--- src/hdl/vbuff_settings.svh ---
/* Vector store buffer sizing
   Lane count, vector length and bus widths for the whole buffer */
`ifndef VBUFF_SETTINGS_SVH
`define VBUFF_SETTINGS_SVH

////////////////////////////////////////
// Vector unit geometry
////////////////////////////////////////
`define VB_LANES        8     // Vector lanes feeding the buffer
`define VB_VLENB        64    // Vector register length in bytes
`define VB_MAX_L2_LMUL  3     // LMUL up to 8

////////////////////////////////////////
// Bus widths
////////////////////////////////////////
`define VB_DATA_W       32    // Lane word and AXI data
`define VB_ADDR_W       32

// Rows per lane RAM, sized for a full LMUL=8 group of 32-bit words
`define VB_BUFF_DEPTH   ((`VB_VLENB << `VB_MAX_L2_LMUL) / 4 / `VB_LANES)

`endif

--- src/hdl/vbuff_pkg.sv ---
/* Vector store buffer types
   Element width and store mode encodings, lane word and index types */
`default_nettype none
`include "vbuff_settings.svh"

package vbuff_pkg;

  // Element width, encoding 2'd3 is illegal
  typedef enum logic [1:0] {
    SEW_8  = 2'd0,
    SEW_16 = 2'd1,
    SEW_32 = 2'd2
  } sew_e;

  typedef enum logic {
    ST_UNIT    = 1'b0,
    ST_STRIDED = 1'b1
  } store_mode_e;

  typedef logic [`VB_DATA_W-1:0]   lane_word_t;   // Lane or buffer word
  typedef logic [`VB_DATA_W/8-1:0] byte_en_t;     // One bit per byte
  typedef logic [`VB_LANES-1:0]    lane_mask_t;   // One bit per lane

  // Bank row address
  typedef logic [$clog2(`VB_BUFF_DEPTH)-1:0] row_addr_t;

  // Element count or index, holds the count of a full SEW=8 LMUL=8 group
  typedef logic [$clog2(`VB_VLENB << `VB_MAX_L2_LMUL):0] elem_idx_t;

endpackage

`default_nettype wire

--- src/hdl/sbuff_ram_if.sv ---
/* Store buffer bank ports
   Byte-write port driven by the packer, read port driven by the read pipe */
`timescale 1ns/100ps
`default_nettype none
`include "vbuff_settings.svh"


////////////////////////////////////////
// Read port
////////////////////////////////////////
interface sbuff_rd_if;
  import vbuff_pkg::*;

  logic       ren;
  row_addr_t  row;
  lane_word_t rdata [`VB_LANES];   // Valid the cycle after ren

  modport ctrl (
    output ren, row,
    input  rdata
  );

  modport ram (
    input  ren, row,
    output rdata
  );
endinterface

`default_nettype wire

--- src/hdl/store_read_pipe.sv ---
/* Store read pipeline
   Reads one element per issue and forms the aligned AXI beat two cycles later */
`timescale 1ns/100ps
`default_nettype none
`include "vbuff_settings.svh"

module store_read_pipe (
  input  logic                  clk,
  input  logic                  rstn,
  input  vbuff_pkg::sew_e       sew_i,
  input  logic                  issue_i,
  input  vbuff_pkg::elem_idx_t  elem_idx_i,
  input  logic [`VB_ADDR_W-1:0] byte_addr_i,
  output logic                  axi_valid_o,
  output logic [`VB_ADDR_W-1:0] axi_addr_o,
  output vbuff_pkg::lane_word_t axi_wdata_o,
  output vbuff_pkg::byte_en_t   axi_wstrb_o,
  sbuff_rd_if.ctrl              rd
);
  import vbuff_pkg::*;

  localparam int LANE_W = $clog2(`VB_LANES);
  localparam int ROW_W  = $bits(row_addr_t);
  localparam int DW     = `VB_DATA_W;
  localparam int AW     = `VB_ADDR_W;
  localparam int NB     = $bits(byte_en_t);

  elem_idx_t         stream_byte;   // Byte offset of the element in the buffer
  logic [LANE_W-1:0] lane_s0;
  logic [LANE_W-1:0] lane_s1;
  logic [1:0]        off_s0;
  logic [1:0]        off_s1;
  logic              valid_s1;
  logic [AW-1:0]     addr_s1;
  lane_word_t        word_shr;
  lane_word_t        elem;
  byte_en_t          strb;
  logic [2*DW-1:0]   elem_dbl;
  logic [2*NB-1:0]   strb_dbl;

  ////////////////////////////////////////
  // Stage 0 row and lane lookup
  ////////////////////////////////////////
  assign stream_byte = elem_idx_i << sew_i;
  assign off_s0      = stream_byte[1:0];
  assign lane_s0     = stream_byte[2 +: LANE_W];         // Word index mod lanes
  assign rd.ren      = issue_i;
  assign rd.row      = stream_byte[2+LANE_W +: ROW_W];   // Word index div lanes

  always_ff @(posedge clk) begin
    if (!rstn) begin
      valid_s1 <= 1'b0;
    end else begin
      valid_s1 <= issue_i;
    end
  end

  // Travels alongside the RAM read
  always_ff @(posedge clk) begin
    if (issue_i) begin
      lane_s1 <= lane_s0;
      off_s1  <= off_s0;
      addr_s1 <= byte_addr_i;
    end
  end

  ////////////////////////////////////////
  // Stage 1 extract and rotate
  ////////////////////////////////////////
  assign word_shr = rd.rdata[lane_s1] >> {off_s1, 3'b000};

  always_comb begin
    case (sew_i)
      SEW_8: begin
        elem = {{(DW-8){1'b0}}, word_shr[7:0]};
        strb = 4'b0001;
      end
      SEW_16: begin
        elem = {{(DW-16){1'b0}}, word_shr[15:0]};
        strb = 4'b0011;
      end
      default: begin
        elem = word_shr;
        strb = 4'b1111;
      end
    endcase
  end

  // Upper halves hold the left rotation by the address byte offset
  assign elem_dbl = {elem, elem} << {addr_s1[1:0], 3'b000};
  assign strb_dbl = {strb, strb} << addr_s1[1:0];

  always_ff @(posedge clk) begin
    if (!rstn) begin
      axi_valid_o <= 1'b0;
    end else begin
      axi_valid_o <= valid_s1;
    end
  end

  always_ff @(posedge clk) begin
    if (valid_s1) begin
      axi_addr_o  <= {addr_s1[AW-1:2], 2'b00};   // Word aligned
      axi_wdata_o <= elem_dbl[2*DW-1:DW];
      axi_wstrb_o <= strb_dbl[2*NB-1:NB];
    end
  end

  // Beat two cycles after issue, strobe rotated without losing bytes
  a_beat_latency: assert property (@(posedge clk) disable iff (!rstn)
    issue_i |-> ##2 (axi_valid_o && ($countones(axi_wstrb_o) == (1 << sew_i))))
    else $error("AXI beat missing or strobe width wrong two cycles after issue");

endmodule

`default_nettype wire

--- src/flat_wrapper.sv ---
// flat-port wrapper written by rule: the top's interface ports become plain ports
module store_read_pipe_flat import vbuff_pkg::*;
  (clk, rstn, sew_i, issue_i, elem_idx_i, byte_addr_i, axi_valid_o, axi_addr_o, axi_wdata_o, axi_wstrb_o, rd_ren, rd_row, rd_rdata);
  sbuff_rd_if rd_i ();
  input  logic clk;
  input  logic rstn;
  input  vbuff_pkg::sew_e sew_i;
  input  logic issue_i;
  input  vbuff_pkg::elem_idx_t elem_idx_i;
  input  logic [`VB_ADDR_W-1:0] byte_addr_i;
  output logic axi_valid_o;
  output logic [`VB_ADDR_W-1:0] axi_addr_o;
  output vbuff_pkg::lane_word_t axi_wdata_o;
  output vbuff_pkg::byte_en_t axi_wstrb_o;
  output wire logic [$bits(rd_i.ren)-1:0] rd_ren;
  output wire logic [$bits(rd_i.row)-1:0] rd_row;
  input wire logic [$bits(rd_i.rdata)-1:0] rd_rdata;
  assign rd_ren = rd_i.ren;
  assign rd_row = rd_i.row;
  assign rd_i.rdata = {>>{rd_rdata}};
  store_read_pipe u_core (.clk(clk), .rstn(rstn), .sew_i(sew_i), .issue_i(issue_i), .elem_idx_i(elem_idx_i), .byte_addr_i(byte_addr_i), .axi_valid_o(axi_valid_o), .axi_addr_o(axi_addr_o), .axi_wdata_o(axi_wdata_o), .axi_wstrb_o(axi_wstrb_o), .rd(rd_i));
endmodule
--- config.mk ---
export PLATFORM = sky130hd
export DESIGN_NAME = store_read_pipe_flat
export DESIGN_NICKNAME = d
export VERILOG_FILES = /design/src/hdl/vbuff_pkg.sv /design/src/hdl/sbuff_ram_if.sv /design/src/hdl/store_read_pipe.sv /design/src/flat_wrapper.sv
export VERILOG_INCLUDE_DIRS = /design/src /design/src/hdl
export SDC_FILE = /design/constraint.sdc
export NUM_CORES = 1
export LEC_CHECK = 0
export ABC_AREA = 1
export BUFFER_PORTS_ARGS = -buffer_cell sky130_fd_sc_hd__buf_2
export CAP_MARGIN = 20
export CORE_AREA = 3 3 144 146
export CTS_BUF_LIST = sky130_fd_sc_hd__clkbuf_16
export CTS_CLUSTER_SIZE = 30
export DETAILED_ROUTE_END_ITERATION = 6
export DIE_AREA = 0 0 147 149
export PLACE_DENSITY_LB_ADDON = 0.12
export SLEW_MARGIN = 20
export SYNTH_ARGS = -nofsm -noshare
export SYNTH_HDL_FRONTEND = slang
export SYNTH_SLANG_ARGS = --single-unit
--- constraint.sdc ---
create_clock -name clk -period 2.95 [get_ports clk]
set_input_delay 0.59 -clock clk [delete_from_list [all_inputs] [get_ports clk]]
set_output_delay 0.59 -clock clk [all_outputs]
set_load 0.01 [all_outputs]
### After elaboration in Yosys (flattened, before gate mapping)

Index checks and enable logic that the tools add are counted.

| operators by class | value |
|---|---|
| $lt $le $gt $ge | 1 |
| equality and inequality tests | 1 |
| shift operators | 4 |
| mux-type cells | 5 |
| bitwise logic cells | 1 |
| reductions and logical operators | 1 |

Operator list:

| kind | number |
|---|---|
| 32-bit binary-select mux with 3-bit select | 1 |
| 32-bit 2-to-1 mux | 2 |
| 32-bit one-hot mux with 2 select lines | 1 |
| 64-bit by 5-bit << shifter with 64-bit output | 1 |
| 32-bit by 5-bit right shift with 32-bit output | 1 |
| 10-bit by 2-bit << shifter with 9-bit output | 1 |
| 4-bit one-hot mux with 2 select lines | 1 |
| 8-bit by 2-bit << shifter with 8-bit output | 1 |
| 4-bit >= comparator (second input constant) | 1 |
| 3-bit NOT with 4-bit output | 1 |
| 2-bit by 1-bit == test with 1-bit output (second input constant) | 1 |
| 2-bit logical NOT | 1 |

| word-level totals | value |
|---|---|
| bits in registers | 105 |
| bits of input ports | 303 |
| word-level logic and storage cells | 21 |

### Depth between registers and ports, before layout

| depth | value |
|---|---|
| word-level depth | 7 |
| depth in mapped cells | 14 |
| gate-level depth less buffers | 12 |

### Least setup slack after synthesis

OpenSTA, ideal clock, no wires.

| timing path | value |
|---|---|
| path kind | register to register |
| start point | reg u_core.valid_s1 |
| end point | reg u_core.axi_addr_o[10], enable pin |
| setup time | 430 ps |
| data arrival time | 1729 ps |
| data required time | 2520 ps |
| path slack | 791 ps |
| stages on the path, launching flop included | 1 |
| buffers on the path | 0 |
| period minus slack after synthesis | 2159 ps |
| cells stage by stage | dfxtp_1 |

RTL lines:

| item | RTL line | RTL |
|---|---|---|
| from (decl) | store_read_pipe.sv:33 | `logic valid_s1;` |
| from (signal assigned) | store_read_pipe.sv:54 | `valid_s1 <= issue_i;` |
| to (signal assigned) | store_read_pipe.sv:103 | `axi_addr_o <= {addr_s1[AW-1:2], 2'b00};` |
| to (decl) | store_read_pipe.sv:15 | `` output logic [`VB_ADDR_W-1:0] axi_addr_o, `` |

No word-level cell between the ends.

### Worst setup path after layout

| timing path | value |
|---|---|
| start point | reg u_core.lane_s1[0] |
| end point | reg u_core.axi_wdata_o[26] (data pin) |

| between the ends | value |
|---|---|
| cells in the longest elaborated chain, start to end | 7 |

RTL lines:

| item | RTL line | RTL |
|---|---|---|
| from (decl) | store_read_pipe.sv:30 | `logic [LANE_W-1:0] lane_s1;` |
| from (signal assigned) | store_read_pipe.sv:61 | `lane_s1 <= lane_s0;` |
| 3-bit NOT with 4-bit output (implied by the code) | store_read_pipe.sv:70 | `assign word_shr = rd.rdata[lane_s1] >> {off_s1, 3'b000};` |
| 32-bit binary-select mux with 3-bit select | store_read_pipe.sv:70 |  |
| 32-bit 2-to-1 mux (implied by the code) (2 in a row) | store_read_pipe.sv:70 |  |
| 32-bit by 5-bit right shift with 32-bit output | store_read_pipe.sv:70 |  |
| 32-bit one-hot mux with 2 select lines | store_read_pipe.sv:73 | `case (sew_i)` |
| 64-bit by 5-bit << shifter with 64-bit output | store_read_pipe.sv:90 | `assign elem_dbl = {elem, elem} << {addr_s1[1:0], 3'b000};` |
| to (signal assigned) | store_read_pipe.sv:104 | `axi_wdata_o <= elem_dbl[2*DW-1:DW];` |
| to (decl) | store_read_pipe.sv:16 | `output vbuff_pkg::lane_word_t axi_wdata_o,` |

No other way between the ends. The select of a mux whose other input is x is not followed.
A chain may end at the register's enable or synchronous reset.

==> flow_summary.ini <==
[critical_path]
endpoint = u_core.axi_wdata_o[26]$_DFFE_PP_
crit_family = simple AND/OR/NAND/NOR gates
rr_startpoint = u_core.lane_s1[0]$_DFFE_PP_
cpPeakStageDelay_ns = 0.51
critPathLaunchType = flip-flop
cp.arrival_ns = 2.42
crit_cells = 11
r2r-end = u_core.axi_wdata_o[26]$_DFFE_PP_
reg2reg_depth = 11
r2r_slack_ns = 0.62
end_kind = flip-flop
crit_fanout = 32
crit_buf_inv = 2
worstSetupPathType = reg -> reg
crit_start = u_core.lane_s1[0]$_DFFE_PP_
required_ns = 3.04
critPathSlowestCell = edfxtp_1
path_cells = inv_4 -> buf_4 -> nand2_1 -> nand3_1 -> nand3_1 -> nand3_1 -> nand2_1 -> nand3_1 -> o21ai_0 -> nand2_1 -> nand2_1

[place]
portBuffers = 373
dp_hpwl_microns = 21500
gp_congestion = 0.881
dp.cells = 1757
dpl_worst_slack_ns = 0.617

[sta]
setup_viol = 0
totalNegativeSetupSlack_ns = 0
relSlewSlack_pct = 37.0
worst_slew_pin_slew_ns = 0.940
clock_skew_ns = 0.00780
hold_viol = 0
fmax_mhz = 429
final_max_slew_viol_count = 0
timing.final.crit_share_pct = 78.9
fin_ws_ns = 0.621
fin_crit_ns = 2.33
rsz0062_at_grt = no

[clocking]
cts_buffers = 9
clock_latency_ns = 0.34
clkSinkCount = 105
cts_resized = 0
cts.clk_slew.worst_paths_ns = 0.07
tritoncts = done
htreeDepth = 3
cts_root_buf = clkbuf_16
clk_path_buf_depth = 2
ctsHoldBuffers = 0
cts_setup_buffers = 0

[grt]
grt_max_degree = 115
grt_overflow_total = 0
grt_pass1_wl_microns = 42400
first_global_vias = 8270
track_usage_pct = 24.5
antenna_found_initial = 3

[power]
power.density_nw_per_um2 = 433
switching_share_pct = 33.7
p_int_mw = 2.88
power.switching_mw = 1.46
p_seq_share_pct = 41.5
pwr-share-comb_pct = 32.6
power_frac_clock_pct = 25.9
vdd_drop_max_mv = 0.305
power.static_leakage_nw = 5.57

[final_layout]
syn2layout_area_growth_pct = 28.5
nFillCells = 2026
nets = 1806
drive_above_1_share_pct = 27.9
final_cells = 1774

[synthesis]
synth_edf_count = 103
ys_warn_count = 0
syn_area_sq_um = 7820
synth.most_common_cell = nand2_1
avgSynthCellArea_sq_um = 6.60
ys_types = 23
async_flop_share_pct = 0
ys.flop_type = edfxtp_1
synth_top_area_share_pct = 39.6
synth_area_leaders = edfxtp_1 40%, nand2_1 19%, nand3_1 17%
yosysSeqAreaShare_pct = 40.1
synth_top_area_cell = edfxtp_1
yosys-top-cells-count = 396 x nand2_1, 260 x nand3_1, 170 x inv_1, 103 x edfxtp_1, 98 x nor2_1
syn-instance-count = 1185
synth_seq_cells = 105

[detailed_routing]
viasPerCell = 4.82
drt-total-wl_microns = 27600
firstDrtPassIters = 7
vias = 8550
drc = 0
wl_per_cell_microns = 15.5
drt_iter0_markers = 480
ant_nets = 0

[floorplan]
core_area_sq_um = 19500
die_y_microns = 149
row_count = 51
num_io_pins = 377
die_area_sq_um = 21900
floorplan.initialDensity_pct = 40.0
die_x_microns = 147

[run_status]
status = completed

[run]
drv_cap = 0

[worst_hold_path]
hold_path.class = reg -> reg
sequential cells by signal (all words and copies together), names as in the netlist:
signal and flops:
u_core.addr_s1 32, u_core.axi_wdata_o 32, u_core.axi_addr_o 30, u_core.axi_wstrb_o 4, u_core.lane_s1 3, u_core.off_s1 2
u_core.axi_valid_o 1, u_core.valid_s1 1
worst min path at each step:
stage,startpoint,end,cells after the start
finish,u_core.addr_s1[29]$_DFFE_PP_,u_core.axi_addr_o[29]$_DFFE_PP_,0
global route,byte_addr_i[5],u_core.addr_s1[5]$_DFFE_PP_,1
CTS,byte_addr_i[31],u_core.addr_s1[31]$_DFFE_PP_,1
detailed placement,u_core.addr_s1[29]$_DFFE_PP_,u_core.axi_addr_o[29]$_DFFE_PP_,0
global placement,u_core.addr_s1[16]$_DFFE_PP_,u_core.axi_addr_o[16]$_DFFE_PP_,0
floorplan,u_core.addr_s1[10]$_DFFE_PP_,u_core.axi_addr_o[10]$_DFFE_PP_,0
cells by family after synthesis:
| logic type | Yosys count | share of synthesized area [%] |
|---|---|---|
| flip-flops | 105 | 40.1 |
| multiplexers | 5 | 0.640 |
| AND/OR/NAND/NOR | 762 | 41.0 |
| other | 1 | 0.0480 |
| AO/OA/AOI/OAI | 52 | 3.79 |
| buffers and inverters | 260 | 14.5 |
layer usage:
metal  track usage, %  wire length (microns)
met5                0                      0
met4             6.85                    751
met3             4.86                   1900
met2             44.9                  13900
met1             29.2                  11000
metrics by stage:
step | instance area [sq um] | power (mW) | hold slack (ns) | utilization [%]
after floorplan | 7820 | 2.75 | 0.400 | -
after global placement | 9750 | 3.24 | 0.400 | 49.9
after detailed placement | 9750 | 3.26 | 0.405 | 49.9
after CTS | 10000 | 4.39 | 0.406 | 51.4
after global routing | 10000 | 4.65 | 0.402 | 51.4
final | 10000 | 4.35 | 0.420 | 51.4
power by group through the flow:
stage	logic (mW)	registers, mW	clock network, mW
4_1_cts	1.43	1.81	1.16
6_report	1.42	1.80	1.12
3_5_place_dp	1.42	1.84	0
5_1_grt	1.61	1.81	1.22
2_1_floorplan	0.886	1.87	0
3_3_place_gp	1.40	1.83	0
layout make-up:
type	count	area (sq um)	area share, %
Clock inverter	7	62.6	0.623
Inverter	174	656	6.53
Clock buffer	9	225	2.24
Sequential cell	105	3130	31.2
Tap cell	265	332	3.30
Multi-Input combinational cell	821	3560	35.4
Antenna cell	1	2.50	0.0249
Timing Repair Buffer	392	2070	20.6
placed cells by master (no fill, tap or decap), drive strengths merged:
cell type  netlist  routed
a21oi           10      10
a31oi            1       1
buf             65     392
clkbuf          21       9
clkinv           1       5
conb             1       2
dfxtp            2       2
diode            0       1
edfxtp         103     103
inv            173     176
mux2i            5       5
nand2          396     396
nand3          260     260
nand4            8       8
nor2            98      98
o211ai           2       2
o21ai           39      39
No activity file was read; power rests on OpenSTA's default activity.
